--- config.mk ---
export PLATFORM = sky130hd
export DESIGN_NAME = conv_result_packer
export DESIGN_NICKNAME = d
export VERILOG_FILES = /design/src/rtl/conv_geom_pkg.sv /design/src/rtl/conv_stream_pkg.sv /design/src/rtl/conv_result_packer.sv
export SDC_FILE = /design/constraint.sdc
export NUM_CORES = 1
export LEC_CHECK = 0
export BUFFER_PORTS_ARGS = -buffer_cell sky130_fd_sc_hd__buf_2
export CAP_MARGIN = 0
export CELL_PAD_IN_SITES_DETAIL_PLACEMENT = 1
export CELL_PAD_IN_SITES_GLOBAL_PLACEMENT = 1
export CORE_MARGIN = 3
export CORE_UTILIZATION = 27
export DETAILED_ROUTE_END_ITERATION = 8
export GPL_ROUTABILITY_DRIVEN = 0
export PLACE_DENSITY = 0.84
export SLEW_MARGIN = 30
export SYNTH_ARGS = -nofsm -noshare
export SYNTH_HDL_FRONTEND = slang
export SYNTH_SLANG_ARGS = --single-unit
--- constraint.sdc ---
create_clock -name clk -period 1.3 [get_ports clk]
set_input_delay 0.195 -clock clk [delete_from_list [all_inputs] [get_ports clk]]
set_output_delay 0.195 -clock clk [all_outputs]
set_load 0.005 [all_outputs]
--- src/rtl/conv_geom_pkg.sv ---
package conv_geom_pkg;

  // pixel and coefficient width.
  localparam int PIX_W   = 6;
  localparam int K_SIZE  = 5;
  localparam int K_TAPS  = K_SIZE * K_SIZE;
  localparam int IMG_W   = 12;
  localparam int IMG_H   = 8;
  // holds 25 * 63 * 63.
  localparam int SUM_W   = 18;
  localparam int N_LANES = 4;

  // output grid of fully covered windows.
  localparam int OUT_W  = IMG_W - K_SIZE + 1;
  localparam int OUT_H  = IMG_H - K_SIZE + 1;
  localparam int OCOL_W = $clog2(OUT_W);
  localparam int OROW_W = $clog2(OUT_H);

  typedef logic [PIX_W-1:0] pixel_t;
  typedef logic [SUM_W-1:0] sum_t;

  // tap 0 is oldest row, leftmost column; row-major.
  typedef pixel_t [K_TAPS-1:0] window_t;

  typedef struct packed {
    logic [OROW_W-1:0] row;
    logic [OCOL_W-1:0] col;
    logic              last_in_frame;
  } win_tag_t;

endpackage

--- src/rtl/conv_stream_pkg.sv ---
package conv_stream_pkg;

  typedef enum logic {
    KIND_PIXEL = 1'b0,
    KIND_LOAD  = 1'b1
  } beat_kind_e;

  // coefficient write into one lane's kernel.
  typedef struct packed {
    logic [1:0]            lane;
    logic [4:0]            tap;
    conv_geom_pkg::pixel_t coeff;
  } load_cmd_t;

  typedef struct packed {
    logic [6:0]            pad;
    conv_geom_pkg::pixel_t pixel;
  } pixel_cmd_t;

  // same 13 bits, read by kind.
  typedef union packed {
    load_cmd_t  load;
    pixel_cmd_t pix;
  } in_payload_u;

  typedef struct packed {
    beat_kind_e  kind;
    in_payload_u payload;
  } in_beat_t;

  typedef struct packed {
    conv_geom_pkg::sum_t     sum;
    conv_geom_pkg::win_tag_t tag;
  } lane_out_t;

  // sums indexed by lane.
  typedef struct packed {
    conv_geom_pkg::win_tag_t                             tag;
    conv_geom_pkg::sum_t [conv_geom_pkg::N_LANES-1:0]    sums;
  } out_beat_t;

endpackage

--- src/rtl/conv_result_packer.sv ---
`timescale 1ns/100ps

module conv_result_packer (
  input  logic                                                   clk,
  input  logic                                                   rst,
  input  logic [conv_geom_pkg::N_LANES-1:0]                      lane_valid,
  input  conv_stream_pkg::lane_out_t [conv_geom_pkg::N_LANES-1:0] lane_out,
  output logic                                                   advance,
  output logic                                                   out_valid,
  input  logic                                                   out_ready,
  output conv_stream_pkg::out_beat_t                             out_beat
);

  import conv_geom_pkg::*;

  // whole pipeline moves when the output slot is free.
  assign advance = !out_valid || out_ready;

  always_ff @(posedge clk) begin
    if (rst) begin
      out_valid <= 1'b0;
    end else if (advance) begin
      out_valid <= lane_valid[0];
    end
  end

  // lanes share one tag.
  always_ff @(posedge clk) begin
    if (advance) begin
      out_beat.tag <= lane_out[0].tag;
      for (int i = 0; i < N_LANES; i++) begin
        out_beat.sums[i] <= lane_out[i].sum;
      end
    end
  end

  a_lockstep : assert property (
    @(posedge clk) disable iff (rst)
    (&lane_valid) || !(|lane_valid)
  );

  a_out_hold : assert property (
    @(posedge clk) disable iff (rst)
    out_valid && !out_ready |=> out_valid && $stable(out_beat)
  );

endmodule

# Word level (Yosys, flattened, before mapping)

Index checks and enable logic that the tools add are counted.

Output and inout port bits: 80
Register bits after elaboration: 79
Input port bits: 103
Logic and storage cells: 10

Reduce and logical (&&, ||, !) cells: 2

Operators by type and width:

| operator           | number |
|---|---|
| $logic_not A1 Y1   | 1 |
| $logic_or A1 B1 Y1 | 1 |

# Longest topological paths before layout

Depth in word-level cells: 2
Gate-level depth with buffers: 2

# Worst setup path after synthesis

No wires, ideal clock.

Kind: flip-flop to flip-flop
Start point: register out_valid
End point: register out_beat[0] (netlist name) (enable)
Arrival time: 0.923 ns
Period minus slack after synthesis: 1.306 ns
Library setup time: 0.383 ns
Stages on the path, launching flop included: 2
Slack: -0.006 ns
Path through: dfxtp_1 -> nand2b_4

Cells in the longest elaborated chain, start to end: 2

RTL lines:

| element                  | line                     | source |
|---|---|---|
| start: declaration       | conv_result_packer.sv:9  | `output logic out_valid,` |
| start signal: assignment | conv_result_packer.sv:23 | `out_valid <= lane_valid[0];` |
| $logic_not A1 Y1         | conv_result_packer.sv:17 | `assign advance = !out_valid \|\| out_ready;` |
| $logic_or A1 B1 Y1       | conv_result_packer.sv:17 |  |
| net advance              | conv_result_packer.sv:8  | `output logic advance,` |
| end: declaration         | conv_result_packer.sv:11 | `output conv_stream_pkg::out_beat_t out_beat` |

The timed path passes the listed nets, and every way through them passes these cells.
A chain may end at the register's enable or synchronous reset.

# Worst setup path after layout

Start point: register out_valid
End point: output advance

Cells in the longest elaborated chain, start to end: 2

RTL lines:

| element            | line |
|---|---|
| $logic_not A1 Y1   | conv_result_packer.sv:17 |
| $logic_or A1 B1 Y1 | conv_result_packer.sv:17 |
| end: declaration   | conv_result_packer.sv:8 |

No other way between the ends.

==> out/results.ini <==
[sta]
fmaxAchievable_ghz = 0.869
whs_ns = 0.0300
max_slew_margin_pct = 86.0
layout_setup_ws_ns = 0.149
finalSetupTns_ns = 0
fin_skew_ns = 0.00983
final_count_of_pins_violating_max_slew = 0
period_share_pct = 88.5
finalCriticalPeriod_ns = 1.15
tightest_slew_ns = 0.210
grt_setup_unrepaired = false
timing_hold_violations_final = 0
setup_viol = 0

[drt]
ratio_of_routed_vias_to_standard_cells = 4.09
route.detailed.wl_per_inst_um = 16.9
dr_total_vias = 1639
drt-total-wl_mm = 6.76
drt_drc_violations_left = 0
drt_first_iter_violations = 98
firstDrtPassIters = 4
remaining_antenna_violation_count_after_routing = 0

[cts]
postCtsResizedCells = 0
post_cts_buffers = 0
cts_inserted_buffers = 9
path_clk_slew_ns = 0.08
cts_tree = yes
clock_tree.htree_level_count = 3
cts_hold_buf = 1
clockRootBuffer = sky130_fd_sc_hd__clkbuf_8
clock_path_buffers = 2
cts.sinks = 79
clock_insertion_delay_worst_skew_ns = 0.34

[yosys]
synth-warning-count = 0
post_synthesis_sequential_area_ratio_pct = 98.9
synthSimpleGateAreaFrac_pct = 0.576
synthesis.instances = 82
synth_xor_xnor_area_share_pct = 0
netlist_area_mm2 = 0.00239
synth_top_family_by_area = simple AND/OR/NAND/NOR gates
mean_instance_size_in_the_synthesized_netlist_um2 = 29.1
synth-seq-cells = 79
post_synth_fa_ha_maj_area_fraction_pct = 0
syn_nets = 185
muxShareOfSynthArea_pct = 0
synth_compound_gate_area_share_pct = 0.367
ys_types = 5

[power_and_ir_drop]
power.static_leakage_nw = 1.73
power_density_relative_to_cell_area_mw_per_mm2 = 1340
power_mw = 5.25
combinational_power_share_pct = 9.0
power.share.sequential_pct = 57.8
swShare_pct = 21.1
total_switching_power_mw = 1.11
intPower_mw = 4.15
irDropWorstVdd_uv = 531
proportion_of_power_drawn_by_the_clock_network_pct = 33.2

[critical_path]
timing.critical_path.cells = nand2b_4, buf_2
cp.required_ns = 1.11
critPathLaunchType = register
cp_slowest_stage_delay_ns = 0.34
crit_path_top_delay_cell = sky130_fd_sc_hd__dfxtp_2
critPathCaptureType = output pin
critical_path_arrival_ns = 0.96
cp_max_fo = 7
crit_type = register to output pin

[floorplanning]
dieArea_mm2 = 0.0100
dieHeight_um = 100
row_count = 33
coreArea_mm2 = 0.00838
initial_utilization_pct = 28.5
die_width_um = 100
boundaryPins = 183

[finish]
antenna_cells = 0
drive_gt1_share_pct = 61.1
fin_util_pct = 46.7
final_nets = 395
filler_cell_count = 861
areaGrowthSynthToFinish_pct = 63.8
post-route-cell-area_mm2 = 0.00391
final_cell_mix = sky130_fd_sc_hd__buf_2 (161), sky130_fd_sc_hd__edfxtp_1 (78), sky130_fd_sc_hd__dlygate4sd3_1 (35)
final_cell_count_no_fill = 401
mostFrequentLayoutCell = sky130_fd_sc_hd__buf_2

[global_route]
grt-ovfl-total = 0
grt_antenna_before_repair = 0
number_of_global_route_vias_before_repair = 1648
first_pass_grt_wire_length_mm = 8.68
grt_start_max_net_pins = 35
groute.usage.overall_pct = 11.8

[placement]
placement.io_buffers = 161
dp_hpwl_mm = 4.66
inst_count_dp = 351
post_dp_cell_area_mm2 = 0.00337
dpl_worst_slack_ns = 0.234

[run]
max-cap-violations = 0

[worst_hold_path]
worst_hold_path_type = input port to register

[run_status]
run_status = finished clean

## per-layer routing
metal,up-vias,track usage [%],share of wire (%)
li1,746,-,-
met3,5,7.02,12
met5,-,0,0
met1,772,13.9,38
met4,0,3.11,0.83
met2,116,18.5,49
## power groups by stage
stage / combinational [mW] / sequential [mW] / clock, mW
after global placement: 0.380 / 3.08 / 0
after floorplan: 0.0353 / 3.12 / 0
final: 0.475 / 3.03 / 1.74
after global routing: 0.518 / 3.05 / 1.95
after detailed placement: 0.396 / 3.09 / 0
after CTS: 0.398 / 3.04 / 1.82
## final cells by class
class / instances / area [µm²] / share of cell area, %
clock buffers: 10 / 128 / 3.26
clock inverters: 5 / 60.1 / 1.54
well taps: 105 / 131 / 3.36
inverters: 1 / 3.75 / 0.0959
multi-input cells: 2 / 22.5 / 0.576
flip-flops and latches: 79 / 2360 / 60.4
repair buffers: 199 / 1200 / 30.8
## cells by family (layout without fill, tap and decap cells)
kind of cell,after synthesis,in the layout
buffers and inverters,1,215
and+or+nand+nor,1,1
AOI/OAI and AO/OA,1,1
DFF,79,79
## synthesized netlist by cell type, drive strengths merged
cell | instances | area [µm²]
a21oi | 1 | 8.76
edfxtp | 78 | 2340
nand2b | 1 | 13.8
dfxtp | 1 | 20.0
inv | 1 | 3.75
## critical path: cells and delay by family, from the launching register on
kind | cells | cell delay (ns)
buffers and inverters | 1 | 0.15
DFF | 1 | 0.34
and+or+nand+nor | 1 | 0.14
## final timing paths
kind / start / endpoint / slack [ns] / cells past startpoint
setup / recovery: out_valid / advance / 0.15 / 2
hold / removal: lane_out[70] / out_beat[52] / 0.03 / 1
setup reg to reg: out_valid / out_beat[72] / 0.25 / 2
hold reg to reg: out_valid / out_beat[20] / 0.61 / 1
## registers in the layout, indices dropped and copies added, names as in the netlist
register and flops:
out_valid 1, out_beat 78
Power figures use the tool's default switching activity.
