## config.mk

```make
export PLATFORM = sky130hd
export DESIGN_NAME = conv_window_feeder
export DESIGN_NICKNAME = d
export VERILOG_FILES = /design/src/rtl/conv_geom_pkg.sv /design/src/rtl/conv_stream_pkg.sv /design/src/rtl/conv_window_feeder.sv
export SDC_FILE = /design/constraint.sdc
export NUM_CORES = 1
export LEC_CHECK = 0
export BUFFER_PORTS_ARGS = -buffer_cell sky130_fd_sc_hd__clkbuf_2
export CORE_MARGIN = 5
export CORE_UTILIZATION = 53
export CTS_BUF_LIST = sky130_fd_sc_hd__clkbuf_4 sky130_fd_sc_hd__clkbuf_8
export DETAILED_ROUTE_END_ITERATION = 10
export PLACE_DENSITY = 0.78
export SYNTH_ARGS = -nofsm -noshare
export SYNTH_HDL_FRONTEND = slang
export SYNTH_SLANG_ARGS = --single-unit
```

## constraint.sdc

```tcl
create_clock -name clk -period 7.5 [get_ports clk]
set_clock_uncertainty 0.15 [all_clocks]
set_input_delay 0.375 -clock clk [delete_from_list [all_inputs] [get_ports clk]]
set_output_delay 0.375 -clock clk [all_outputs]
set_load 0.02 [all_outputs]
```

## src/rtl/conv_geom_pkg.sv

```systemverilog
package conv_geom_pkg;

  // pixel and coefficient width.
  localparam int PIX_W   = 6;
  localparam int K_SIZE  = 5;
  localparam int K_TAPS  = K_SIZE * K_SIZE;
  localparam int IMG_W   = 12;
  localparam int IMG_H   = 8;
  // holds 25 * 63 * 63.
  localparam int SUM_W   = 18;
  localparam int N_LANES = 4;

  // output grid of fully covered windows.
  localparam int OUT_W  = IMG_W - K_SIZE + 1;
  localparam int OUT_H  = IMG_H - K_SIZE + 1;
  localparam int OCOL_W = $clog2(OUT_W);
  localparam int OROW_W = $clog2(OUT_H);

  typedef logic [PIX_W-1:0] pixel_t;
  typedef logic [SUM_W-1:0] sum_t;

  // tap 0 is oldest row, leftmost column; row-major.
  typedef pixel_t [K_TAPS-1:0] window_t;

  typedef struct packed {
    logic [OROW_W-1:0] row;
    logic [OCOL_W-1:0] col;
    logic              last_in_frame;
  } win_tag_t;

endpackage

```

## src/rtl/conv_stream_pkg.sv

```systemverilog
package conv_stream_pkg;

  typedef enum logic {
    KIND_PIXEL = 1'b0,
    KIND_LOAD  = 1'b1
  } beat_kind_e;

  // coefficient write into one lane's kernel.
  typedef struct packed {
    logic [1:0]            lane;
    logic [4:0]            tap;
    conv_geom_pkg::pixel_t coeff;
  } load_cmd_t;

  typedef struct packed {
    logic [6:0]            pad;
    conv_geom_pkg::pixel_t pixel;
  } pixel_cmd_t;

  // same 13 bits, read by kind.
  typedef union packed {
    load_cmd_t  load;
    pixel_cmd_t pix;
  } in_payload_u;

  typedef struct packed {
    beat_kind_e  kind;
    in_payload_u payload;
  } in_beat_t;

  typedef struct packed {
    conv_geom_pkg::sum_t     sum;
    conv_geom_pkg::win_tag_t tag;
  } lane_out_t;

  // sums indexed by lane.
  typedef struct packed {
    conv_geom_pkg::win_tag_t                             tag;
    conv_geom_pkg::sum_t [conv_geom_pkg::N_LANES-1:0]    sums;
  } out_beat_t;

endpackage

```

## src/rtl/conv_window_feeder.sv

```systemverilog
`timescale 1ns/100ps

module conv_window_feeder (
  input  logic                       clk,
  input  logic                       rst,
  input  logic                       in_valid,
  output logic                       in_ready,
  input  conv_stream_pkg::in_beat_t  in_beat,
  input  logic                       advance,
  output logic                       load_valid,
  output conv_stream_pkg::load_cmd_t load_cmd,
  output logic                       win_valid,
  output conv_geom_pkg::window_t     win,
  output conv_geom_pkg::win_tag_t    win_tag
);

  import conv_geom_pkg::*;
  import conv_stream_pkg::*;

  localparam int COL_W = $clog2(IMG_W);
  localparam int ROW_W = $clog2(IMG_H);

  logic [COL_W-1:0] col_cnt;
  logic [ROW_W-1:0] row_cnt;
  logic             accept;
  logic             pix_accept;
  logic             completes;
  pixel_t           pixel;
  pixel_t           new_col [K_SIZE];
  pixel_t           line_buf [K_SIZE-1][IMG_W];
  win_tag_t         tag_d;

  // window register frees up when the lanes take it.
  assign in_ready   = !win_valid || advance;
  assign accept     = in_valid && in_ready;
  assign pix_accept = accept && (in_beat.kind == KIND_PIXEL);

  // loads go straight to the lanes.
  assign load_valid = accept && (in_beat.kind == KIND_LOAD);
  assign load_cmd   = in_beat.payload.load;
  assign pixel      = in_beat.payload.pix.pixel;

  assign completes = (col_cnt >= COL_W'(K_SIZE - 1)) && (row_cnt >= ROW_W'(K_SIZE - 1));

  // column entering the window, oldest row on top.
  always_comb begin
    for (int k = 0; k < K_SIZE - 1; k++) begin
      new_col[k] = line_buf[k][col_cnt];
    end
    new_col[K_SIZE-1] = pixel;
  end

  always_comb begin
    tag_d.row           = OROW_W'(row_cnt - ROW_W'(K_SIZE - 1));
    tag_d.col           = OCOL_W'(col_cnt - COL_W'(K_SIZE - 1));
    tag_d.last_in_frame = (row_cnt == ROW_W'(IMG_H - 1)) && (col_cnt == COL_W'(IMG_W - 1));
  end

  // line buffers shift up one row per column slot.
  always_ff @(posedge clk) begin
    if (pix_accept) begin
      for (int k = 0; k < K_SIZE - 2; k++) begin
        line_buf[k][col_cnt] <= line_buf[k+1][col_cnt];
      end
      line_buf[K_SIZE-2][col_cnt] <= pixel;
    end
  end

  always_ff @(posedge clk) begin
    if (pix_accept) begin
      for (int r = 0; r < K_SIZE; r++) begin
        for (int c = 0; c < K_SIZE - 1; c++) begin
          win[r*K_SIZE + c] <= win[r*K_SIZE + c + 1];
        end
        win[r*K_SIZE + K_SIZE - 1] <= new_col[r];
      end
      win_tag <= tag_d;
    end
  end

  always_ff @(posedge clk) begin
    if (rst) begin
      col_cnt   <= '0;
      row_cnt   <= '0;
      win_valid <= 1'b0;
    end else begin
      if (pix_accept) begin
        if (col_cnt == COL_W'(IMG_W - 1)) begin
          col_cnt <= '0;
          row_cnt <= (row_cnt == ROW_W'(IMG_H - 1)) ? '0 : row_cnt + 1'b1;
        end else begin
          col_cnt <= col_cnt + 1'b1;
        end
      end
      if (pix_accept && completes) begin
        win_valid <= 1'b1;
      end else if (advance) begin
        win_valid <= 1'b0;
      end
    end
  end

  // a pending window waits for the lanes untouched.
  a_win_hold : assert property (
    @(posedge clk) disable iff (rst)
    win_valid && !advance |=> win_valid && $stable(win) && $stable(win_tag)
  );

endmodule

```

# Word-level counts from Yosys, hierarchy flattened

Memory sizes are Yosys's and may differ from the RTL's.
Index checks and enable logic that the tools add are counted.

Logic and storage cells: 75
Register bits after elaboration: 164
Input port bits: 18
Bits in writable memories: 288
Memories kept: 1

Memory list:

| name     | words | bits a word | rd ports | clocked after Yosys merged registers in | wr ports | line                     | source |
|---|---|---|---|---|---|---|---|
| line_buf | 4     | 72          | 4        | 0                                       | 4        | conv_window_feeder.sv:30 | `pixel_t line_buf [K_SIZE-1][IMG_W];` |

Reductions and logical operators: 11
$add $sub $neg: 4
Eq/ne operators: 2
$lt $le $gt $ge: 4
Mux-type cells: 20
Bitwise gates (word level): 2

Operator list:

| operator                                                           | number |
|---|---|
| binary-select mux 6 bit (select 4 bit)                             | 4 |
| two-way mux 72 bit                                                 | 1 |
| two-way mux 6 bit                                                  | 9 |
| demux 6 bit (select 4 bit)                                         | 1 |
| logical AND 1 bit                                                  | 7 |
| greater-or-equal comparator 5 bit (second input constant)          | 1 |
| < comparator 5 x 1 -> 1 bit (second input constant)                | 1 |
| inverter 4 -> 5 bit                                                | 1 |
| adder 4 x 1 -> 4 bit (second input constant)                       | 1 |
| == test 4 bit (second input constant)                              | 1 |
| greater-or-equal comparator 4 x 3 -> 1 bit (second input constant) | 1 |
| two-way mux 4 bit                                                  | 1 |
| adder 3 x 1 -> 3 bit (second input constant)                       | 1 |
| == test 3 bit (second input constant)                              | 1 |
| greater-or-equal comparator 3 bit (second input constant)          | 1 |
| two-way mux 1 bit                                                  | 3 |
| two-way mux 3 bit                                                  | 1 |
| subtractor 3 bit (second input constant)                           | 1 |
| AND reduction 2 bit                                                | 1 |
| nonzero test 2 bit                                                 | 1 |
| subtractor 2 x 1 -> 2 bit (second input constant)                  | 1 |
| logical NOT 1 bit                                                  | 1 |
| logical OR 1 bit                                                   | 1 |
| inverter 1 bit                                                     | 1 |

# Logic depth before layout (Yosys ltp)

Depth in word-level cells: 6
Depth in mapped cells: 7
Mapped depth without buffers: 5

# Least setup slack after synthesis

No wires, ideal clock.

Path type: register -> register
Start point: register win_valid
End point: memory line_buf[0][10] (netlist name), enable pin
Stages on the path, launching flop included: 5
Path slack: 0.509 ns
Arrival time: 6.458 ns
Setup time: 0.383 ns
Path buffers: 1
Period minus slack after synthesis: 6.991 ns
Required time: 6.967 ns
Path through: dfxtp_1 nor2b_1 nor3_2 clkbuf_1 and3_1

RTL lines:

| what                   | line                     | source |
|---|---|---|
| start, declared        | conv_window_feeder.sv:12 | `output logic win_valid,` |
| start signal, assigned | conv_window_feeder.sv:85 | `win_valid <= 1'b0;` |
| start signal, assigned | conv_window_feeder.sv:96 | `win_valid <= 1'b1;` |
| start signal, assigned | conv_window_feeder.sv:98 | `win_valid <= 1'b0;` |
| end, declared          | conv_window_feeder.sv:30 |  |

==> out/results.ini <==
[status]
status = finished, final reports clean

[synthesis]
syn_area_per_cell_um2 = 23.40
synth-edff-count = 444
syn_nets = 716
netlist_area_um2 = 16190
syn_inst = 692
synth_warnings = 0
synth_ff_type = edfxtp_1
synth_seq_cells = 452
synthArstFlopShare_pct = 0
ys_types = 29
yosysSeqAreaShare_pct = 83.34

[layout]
fillerInstances = 2054
drive_above_1_share_pct = 38.84
final_cell_area_um2 = 18810
ff_latch_area_um2 = 13500
area_growth_pct = 16.17
utilization_pct = 61.97
final_nets = 938
multi_input_area_um2 = 2426
insertedDiodeCount = 0
final_cell_mix = edfxtp_1, clkbuf_2, clkbuf_8
layout_commonest_cell = edfxtp_1

[global_route]
antenna_found_initial = 0
grt_pass1_wl_mm = 44.59
grt_max_degree = 160
grt_usage_pct = 17.17
grt_pass1_vias = 7811
grt_overflow = 0

[route]
wl_mm = 29.40
drt_pass1_iterations = 5
via_count = 7501
drc = 0
wl_per_cell_um = 21.63
ant_nets = 0
viasPerCell = 5.519
first_iter_violations = 563

[power_and_ir_drop]
vdd_drop_max_v = 0.0001625
power.density_nw_per_um2 = 271.3
leakage_nw = 6.453

[timing]
maxSlewHeadroom_pct = 30.53
worst_pin_slew_ns = 1.040
rsz0062_at_grt = false
hold_viol = 0
setup_slack_ns = 4.211
timing.hold.ws_ns = 0.04229
finalSetupTns_ns = 0
finalSetupViolCount = 0
fmax_ghz = 0.3041
maxSlewViolCount = 0
min_period_ns = 3.289
min_period_over_period_pct = 43.85

[clock_tree]
post-cts-setup-buffers = 0
clockBufferDepth = 3
htreeDepth = 3
clock_latency_ns = 0.58
cts_tree = built
path_clk_slew_ns = 0.06
clkSinkCount = 452
cts_buffers = 74
cts_root_buffer = clkbuf_8

[worst_setup_path]
endpoint_kind = register
cp-start-kind = register
critPathMaxFanout = 41
critPathRequiredTime_ns = 7.56
crit_chain = buf_4, mux4_2, a22oi_1, nand2_1
path_class = reg -> reg
critical_path.slowest_cell = dfxtp_4
cp_num_buf_inv = 1
cpLargestDelayFamily = flip-flops
worstPathArrival_ns = 3.35
cp_slowest_stage_delay_ns = 0.79

[placement]
dpl_cell_area_um2 = 17400
place_congestion = 0.7351
dp_hpwl_mm = 15.71
place_ws_ns = 4.180
portBuffers = 175

[worst_hold_path]
hp-class = in -> reg

[floorplanning]
core_um2 = 30350
fp.dieH_um = 184.8
fp-row-count = 64
ioPinCount = 190
start_util_pct = 53.35
die_area_um2 = 34140
die_x_um = 184.8

[job]
maxCapViolCount = 0

-- repair_timing --
action                                 4_1_cts  5_1_grt
hold buffers                                 2        0
resized for setup                            0        0
endpoints found under the hold margin       12        0
-- stage by stage --
| step | total power, mW | instances |
|---|---|---|
| after floorplan | 3.094 | 692 |
| after CTS | 5.165 | 1359 |
| after global placement | 3.147 | 1232 |
| after detailed placement | 3.157 | 1232 |
| after global routing | 5.316 | 1359 |
| final | 5.102 | 1359 |
-- synth_stat cells (all sizes together), types with 2 or more instances --
cell type / number / area, um^2
a21oi: 5 / 25.02
nor2b: 2 / 12.51
nand2: 49 / 183.9
mux4: 72 / 1667
ha: 6 / 75.07
a22oi: 24 / 185.2
nand3b: 2 / 15.01
edfxtp: 444 / 13330
and3: 13 / 81.33
buf: 33 / 255.2
clkbuf: 8 / 30.03
mux2i: 4 / 40.04
inv: 5 / 18.77
dfxtp: 8 / 160.2
nor2: 9 / 33.78
-- layout make-up --
type	count	area share, %
Sequential cell	452	71.77
Multi-Input combinational cell	194	12.90
Clock buffer	102	6.599
Timing Repair Buffer	187	5.229
Tap cell	396	2.634
Clock inverter	23	0.7717
Inverter	5	0.09979
-- per-layer routing --
metal / global-route usage [%] / vias up / routed length, um
li1: - / 3296 / -
met4: 5.843 / 0 / 572
met5: 0 / - / 0
met2: 29.08 / 307 / 15020
met1: 22.45 / 3849 / 11630
met3: 3.712 / 49 / 2168
-- cell families (layout without fill, tap and decap cells) --
| logic type | Yosys count | in the layout | synth area share (%) |
|---|---|---|---|
| DFF | 452 | 452 | 83.34 |
| muxes | 76 | 76 | 10.54 |
| AOI/OAI and AO/OA | 33 | 33 | 1.499 |
| and+or+nand+nor | 79 | 79 | 2.280 |
| adders and majority gates | 6 | 6 | 0.4637 |
| buffers and inverters | 46 | 317 | 1.878 |
-- worst register-to-register path: stages, from the launching register on --
cell	delay [ns]
dfxtp_4	0.79
buf_4	0.76
mux4_2	0.61
a22oi_1	0.28
nand2_1	0.33
-- report_power, final --
part           total (mW)  switching (mW)  internal [mW]
combinational       0.225           0.150         0.0753
sequential           2.88          0.0262           2.85
clock                2.00           0.899           1.10
-- registers in the layout, summed over array words and instances (netlist names) --
register and cells:
win_valid 1, row_cnt 3, win 150, col_cnt 4, line_buf 288, win_tag 6
-- worst paths after layout --
check,from,slack [ns],cells after the start,end
max,col_cnt[0],4.21,4,line_buf[0][39]
max reg2reg,col_cnt[0],4.21,4,line_buf[0][39]
min,in_beat[1],0.04,1,win[145]
min reg2reg,win[22],0.29,0,win[16]
Note: power is estimated with default switching activity, not from simulation.
