## config.mk

```make
export PLATFORM = sky130hd
export DESIGN_NAME = conv_mac_lane
export DESIGN_NICKNAME = d
export VERILOG_FILES = /design/src/rtl/conv_geom_pkg.sv /design/src/rtl/conv_stream_pkg.sv /design/src/rtl/conv_mac_lane.sv
export SDC_FILE = /design/constraint.sdc
export NUM_CORES = 2
export LEC_CHECK = 0
export ABC_AREA = 1
export BUFFER_PORTS_ARGS = -buffer_cell sky130_fd_sc_hd__buf_2
export CORE_ASPECT_RATIO = 0.5
export CORE_UTILIZATION = 45
export CTS_BUF_LIST = sky130_fd_sc_hd__clkbuf_4
export DETAILED_ROUTE_END_ITERATION = 6
export RECOVER_POWER = 100
export SKIP_LAST_GASP = 1
export SYNTH_ARGS = -nofsm -noshare
export SYNTH_HDL_FRONTEND = slang
export SYNTH_SLANG_ARGS = --single-unit
```

## constraint.sdc

```tcl
create_clock -name clk -period 5.5 [get_ports clk]
set_input_delay 0.55 -clock clk [delete_from_list [all_inputs] [get_ports clk]]
set_output_delay 0.55 -clock clk [all_outputs]
set_load 0.05 [all_outputs]
```

## src/rtl/conv_geom_pkg.sv

```systemverilog
package conv_geom_pkg;

  // pixel and coefficient width.
  localparam int PIX_W   = 6;
  localparam int K_SIZE  = 5;
  localparam int K_TAPS  = K_SIZE * K_SIZE;
  localparam int IMG_W   = 12;
  localparam int IMG_H   = 8;
  // holds 25 * 63 * 63.
  localparam int SUM_W   = 18;
  localparam int N_LANES = 4;

  // output grid of fully covered windows.
  localparam int OUT_W  = IMG_W - K_SIZE + 1;
  localparam int OUT_H  = IMG_H - K_SIZE + 1;
  localparam int OCOL_W = $clog2(OUT_W);
  localparam int OROW_W = $clog2(OUT_H);

  typedef logic [PIX_W-1:0] pixel_t;
  typedef logic [SUM_W-1:0] sum_t;

  // tap 0 is oldest row, leftmost column; row-major.
  typedef pixel_t [K_TAPS-1:0] window_t;

  typedef struct packed {
    logic [OROW_W-1:0] row;
    logic [OCOL_W-1:0] col;
    logic              last_in_frame;
  } win_tag_t;

endpackage

```

## src/rtl/conv_stream_pkg.sv

```systemverilog
package conv_stream_pkg;

  typedef enum logic {
    KIND_PIXEL = 1'b0,
    KIND_LOAD  = 1'b1
  } beat_kind_e;

  // coefficient write into one lane's kernel.
  typedef struct packed {
    logic [1:0]            lane;
    logic [4:0]            tap;
    conv_geom_pkg::pixel_t coeff;
  } load_cmd_t;

  typedef struct packed {
    logic [6:0]            pad;
    conv_geom_pkg::pixel_t pixel;
  } pixel_cmd_t;

  // same 13 bits, read by kind.
  typedef union packed {
    load_cmd_t  load;
    pixel_cmd_t pix;
  } in_payload_u;

  typedef struct packed {
    beat_kind_e  kind;
    in_payload_u payload;
  } in_beat_t;

  typedef struct packed {
    conv_geom_pkg::sum_t     sum;
    conv_geom_pkg::win_tag_t tag;
  } lane_out_t;

  // sums indexed by lane.
  typedef struct packed {
    conv_geom_pkg::win_tag_t                             tag;
    conv_geom_pkg::sum_t [conv_geom_pkg::N_LANES-1:0]    sums;
  } out_beat_t;

endpackage

```

## src/rtl/conv_mac_lane.sv

```systemverilog
`timescale 1ns/100ps

module conv_mac_lane (
  input  logic                       clk,
  input  logic                       rst,
  input  logic [1:0]                 lane_id,
  input  logic                       load_valid,
  input  conv_stream_pkg::load_cmd_t load_cmd,
  input  logic                       advance,
  input  logic                       win_valid,
  input  conv_geom_pkg::window_t     win,
  input  conv_geom_pkg::win_tag_t    win_tag,
  output logic                       lane_valid,
  output conv_stream_pkg::lane_out_t lane_out
);

  import conv_geom_pkg::*;

  localparam int PROD_W = 2 * PIX_W;
  localparam int TREE_N = 1 << $clog2(K_TAPS);

  pixel_t            kernel [K_TAPS];
  logic [PROD_W-1:0] prod [K_TAPS];
  logic              prod_valid;
  win_tag_t          prod_tag;
  sum_t              node [2*TREE_N-1];

  // kernel register file.
  always_ff @(posedge clk) begin
    if (rst) begin
      for (int t = 0; t < K_TAPS; t++) begin
        kernel[t] <= '0;
      end
    end else if (load_valid && (load_cmd.lane == lane_id)) begin
      kernel[load_cmd.tap] <= load_cmd.coeff;
    end
  end

  // product registers.
  always_ff @(posedge clk) begin
    if (advance) begin
      for (int t = 0; t < K_TAPS; t++) begin
        prod[t] <= PROD_W'(win[t]) * PROD_W'(kernel[t]);
      end
      prod_tag <= win_tag;
    end
  end

  // heap-ordered tree with leaves padded to a power of two.
  always_comb begin
    for (int i = 0; i < TREE_N; i++) begin
      node[TREE_N-1+i] = '0;
    end
    for (int t = 0; t < K_TAPS; t++) begin
      node[TREE_N-1+t] = SUM_W'(prod[t]);
    end
    for (int i = TREE_N - 2; i >= 0; i--) begin
      node[i] = node[2*i+1] + node[2*i+2];
    end
  end

  // sum register.
  always_ff @(posedge clk) begin
    if (advance) begin
      lane_out.sum <= node[0];
      lane_out.tag <= prod_tag;
    end
  end

  always_ff @(posedge clk) begin
    if (rst) begin
      prod_valid <= 1'b0;
      lane_valid <= 1'b0;
    end else if (advance) begin
      prod_valid <= win_valid;
      lane_valid <= prod_valid;
    end
  end

  // the feeder passes loads through unchecked.
  a_tap_range : assert property (
    @(posedge clk) disable iff (rst)
    load_valid |-> (load_cmd.tap < 5'(K_TAPS))
  );

endmodule

```

---- Word-level counts from Yosys, hierarchy flattened ----
Memories as Yosys holds them, arrays and structs flattened.
Cells that the tools add are included.
word-level totals
  register bits after elaboration ......... 32
  memory bits (writable) .................. 450
  input bits .............................. 176
  output and inout port bits .............. 25
  word-level logic and storage cells ...... 73
  memories ................................ 2
memory list
  name    words  bits a word  rd ports  clocked after Yosys merged registers in  write ports  RTL line             RTL
  prod    25     12           25        0                                        25           conv_mac_lane.sv:23  logic [PROD_W-1:0] prod [K_TAPS];
  kernel  25     6            25        0                                        25           conv_mac_lane.sv:22  pixel_t kernel [K_TAPS];
cells by class
  add/subtract/negate cells ............... 24
  multiply operators ...................... 25
  equality and inequality tests ........... 1
  mux-type cells .......................... 10
  reductions and logical operators ........ 2
operator list
  cell               number
  $mul 6x6->12       25
  $add 12x12->13     12
  $add 13x13->14     6
  $add 14x14->15     3
  $add 16x16->17     1
  $add 15x12->16     1
  $add 15x15->16     1
  $mux 1             8
  $mux 6             1
  $reduce_or 6->1    1
  $mux 5             1
  $eq 2x2->1         1
  $logic_and 1x1->1  1

---- Longest topological paths before layout ----
  word-level depth ........................ 7
  gate-level depth with buffers ........... 22

---- Worst setup path before layout ----
No wires, ideal clock.
  kind .................................... register to register
  start point ............................. memory prod[1][88] in the netlist's numbering
  end point ............................... register lane_out[21] in the netlist's numbering (data pin)
  library setup time ...................... 0.252 ns
  data arrival time ....................... 4.993 ns
  path slack .............................. 0.255 ns
  cell stages (with the launch flop) ...... 20
  path through ............................ edfxtp_1 fa_1 fa_1 inv_1 fa_1 fa_1 inv_1 fa_1 fa_1 inv_1 fa_1 inv_1 ha_1 or2_2 nand3_1 nand2_1 nand2_1 nand2_1 nand2_1 nand2_1
RTL lines
  item         RTL line             RTL
  from (decl)  conv_mac_lane.sv:23
  to (decl)    conv_mac_lane.sv:14  output conv_stream_pkg::lane_out_t lane_out

==> run summary <==
The flow ran to the end, but the final reports show violations. The checks that failed: max-capacitance violations, max-slew violations. The most critical setup path has its startpoint at prod[1][44]. Synthesis produced 5298 cells. For this design, the slowest cell found on the critical path is sky130_fd_sc_hd__fa_1.

The largest net degree at the start of global routing came out at 108. The clock buffer count from CTS came out at 118. The die covers roughly 0.11 mm^2. The initial utilization of the core area, before any placement, comes to 45.9%.

Dividing the detail-routed via count by the number of cells gives a little under 5. Traced cell by cell, the critical path runs through fa_1 -> fa_1 -> fa_1 -> inv_2 -> fa_1 -> inv_2 -> fa_1 -> fa_1 -> inv_2 -> fa_1 -> inv_2 -> ha_4 -> nand2_4 -> inv_2 -> nand2_2 -> nor3_2 -> nand2_2 -> nand3_2 -> nand2_1. The count of final hold-check violations was 0.

The horizontal die dimension is 473 um. From synthesis to final layout, the design area changed by 10.9%. The HPWL after detailed placement came out at 102000 um.

In this design, the critical path's most frequently occurring cell is sky130_fd_sc_hd__fa_1. sky130_fd_sc_hd__inv_1 is the most common cell in the netlist. STA classifies the critical path endpoint as a register. TritonCTS built the clock tree. The flop and latch count out of synthesis is about 480. The clock-pin slew of the registers on the worst-case setup and hold paths is 0.07 ns. The endpoint of the worst-slack reg-to-reg timing path is lane_out[21]. The total routed wirelength is 127000 um. The endpoint arrival time on the critical path came out at approximately 6.3 ns.

Along the worst path, the maximum fanout reaches 4. The cell taking the most area after synthesis is sky130_fd_sc_hd__edfxtp_1. After detailed placement, the total cell area comes to 0.0529 mm^2. The worst hold path stage count came out at 4. The number of max-cap violations is 4. The number of antenna violations at the first check in global routing came out at 11. The transition time of the tightest slew-check pin came out at 4.28 ns. The clock reaches the later pin of the worst-skew pair after 1.08 ns. After detailed routing, the average wire length per cell comes to 17.5 um.

On the worst path, the slowest cell contributes a delay of 0.55 ns. By count the netlist is led by sky130_fd_sc_hd__inv_1, sky130_fd_sc_hd__nand2_1, sky130_fd_sc_hd__fa_1, sky130_fd_sc_hd__ha_1, sky130_fd_sc_hd__edfxtp_1. The total via count in the routed design is approximately 35000. The final weighted congestion in routability-driven placement came out at just over 0.9.

The antenna violation net count after detailed routing is 0. The vertical die dimension came out at approximately 240 um. The clock period minus worst slack came out at roughly 5.5 ns. After global routing the overflow that remains totals 0.

The post-synth net total is 6702. In this run the worst setup path terminates at lane_out[21]. The global-route total usage across every layer is approximately a quarter. The top achievable clock speed is 0.182 GHz. The maximum number of buffers from clock root to sink came out at 3. The post-route DRC violation count came out at 0. CTS built an H-tree with a depth of 3.

The tree built by TritonCTS fans out to 481 sinks. The wire length of the first global-routing pass came out at ~200000 um. The total I/O pin count came out at between 200 and 250. The filler-free cell count of the finished design came out at between 7000 and 8000. The final period utilization is 99.9%. The post-placement setup slack is -0.0401 ns. The pre-antenna-repair detailed-routing pass consisted of 6 iterations. The final design instance area without fill came out at 0.0553 mm^2. The fraction of synthesis flops using an asynchronous set or reset pin came out at 0%. At the end of the flow, the number of nets in the layout was 7095. The number of cell instances on the worst register-to-register path came out at 19.

The number of global-route vias before repair came out at 36200. The number of synthesis warnings is 0. The minimum hold slack is about 0.11 ns. The port buffer count came out at a little under 200. The filler cell count in the final layout came out at 10200.

The share of cells above drive strength 1 is slightly above 8%. The category of the critical setup timing path is register to register. The fraction of post-synthesis cell area in the top cell type by area came out at 28.9%. The number of placed instances, taps included, is 6993. The number of synthesized flops with an enable pin is 479. The data required time of the critical path is 6.26 ns. The final worst-path setup slack is about 0.0028 ns. The number of core rows came out at 85.

The class of the most critical hold timing path is input pin to register. The startpoint type of the worst setup path is a register. The clock tree skew after final layout is 0.0860 ns. The worst register-to-register path has a setup slack of about 0.0028 ns. Ranked by total cell area, the synthesized netlist is headed by sky130_fd_sc_hd__edfxtp_1, sky130_fd_sc_hd__fa_1, sky130_fd_sc_hd__ha_1. In this run the tightest slew margin relative to its limit is -186%. The max-slew violation count came out at 93. The per-instance average area after synthesis is 9.41 um^2. For this run, the leading register cell type out of synthesis is sky130_fd_sc_hd__edfxtp_1. The first routing iteration left 2307 violations. Setup repair after global routing could not meet its margin everywhere. The post-CTS setup buffer count came out at 0. In this run the clock root is driven by a sky130_fd_sc_hd__clkbuf_4. The startpoint identified for the worst register-to-register timing path is prod[1][44].

The number of distinct library cell variants in the gate-level netlist after synthesis came out at 24. Setup violations remaining at the end of the flow were counted as 0. The mapped netlist covers 0.0498 mm^2. The area of the core region is around 0.11 mm^2. The sequential share of the synthesized area came out at ~29%.
-- layout make-up --
cell class | count | area [um^2] | share of cell area, %
multi-input combinational | 3324 | 30200 | 54.5
sequential | 481 | 14400 | 26.1
inverter | 1478 | 5550 | 10.0
tap | 1479 | 1850 | 3.35
timing repair buffer | 288 | 1780 | 3.22
clock buffer | 158 | 1190 | 2.14
clock inverter | 56 | 337 | 0.609
antenna | 7 | 17.5 | 0.0317
-- critical path: cells and delay by family, from the launching register on --
| family | cells | cell delay, ns |
|---|---|---|
| adders and majority gates | 8 | 3.97 |
| buffers and inverters | 5 | 0.26 |
| DFF | 1 | 0.42 |
| and+or+nand+nor | 6 | 0.54 |
-- metrics by stage --
stage / utilization, % / setup TNS [ns]
after global routing: 50.9 / -1.07
after detailed placement: 48.7 / -0.0554
after global placement: 48.7 / -0.00175
after floorplan: - / 0
final: 50.9 / 0
after CTS: 50.6 / -0.00989
-- logic make-up after synthesis --
family          Yosys count  synth area share (%)
simple gates           1757                  13.7
buf+inv                1493                  11.3
other cells               1               0.00752
compound gates          181                  2.03
fa+ha+maj              1228                  41.3
flops                   481                  28.9
xor+xnor                157                  2.76
-- how the worst min path moves through the flow --
stage,end,startpoint
5_1_grt,prod[0][85],win[43]
4_1_cts,prod[0][85],win[43]
3_5_place_dp,lane_out[2],prod_tag[2]
2_1_floorplan,lane_out[0],prod_tag[0]
3_3_place_gp,lane_out[1],prod_tag[1]
6_report,prod[0][85],win[43]
-- routing by layer --
metal	global-route usage [%]	vias up	share of wire (%)
met4	6.36	6	2.5
met3	3.41	177	5.3
met1	32.9	17200	46
li1	-	16800	-
met5	0	-	0.027
met2	38.1	815	46
-- flip-flops by register name (all words and copies together) (netlist names) --
signal,flops
kernel,150
lane_out,23
prod,300
prod_valid,1
prod_tag,6
lane_valid,1
-- what timing repair did --
item,4_1_cts,5_1_grt
endpoints found under the hold margin,125,0
hold buffers,57,0
resized for setup,5,84
endpoints found under the setup margin,7,11
pin swaps,6,53
-- cell usage in the layout, fill, tap and decap left out, drive strengths merged, types with 8 or more instances in the layout --
| cell type | n |
|---|---|
| a21boi | 10 |
| clkinv | 57 |
| a21oi | 124 |
| nor3 | 9 |
| nand4 | 25 |
| nor2 | 207 |
| inv | 1474 |
| xnor2 | 26 |
| xor2 | 131 |
| nand3 | 117 |
| dlygate4sd3 | 57 |
| edfxtp | 479 |
| ha | 532 |
| o21a | 11 |
| a21o | 16 |
| clkbuf | 189 |
| o21ai | 15 |
| fa | 696 |
| buf | 200 |
| or2 | 8 |
| nand2 | 1391 |
Power is left out: the tool's default activity adds up to more than one toggle a clock period on the data nets, which glitch-free logic cannot reach.
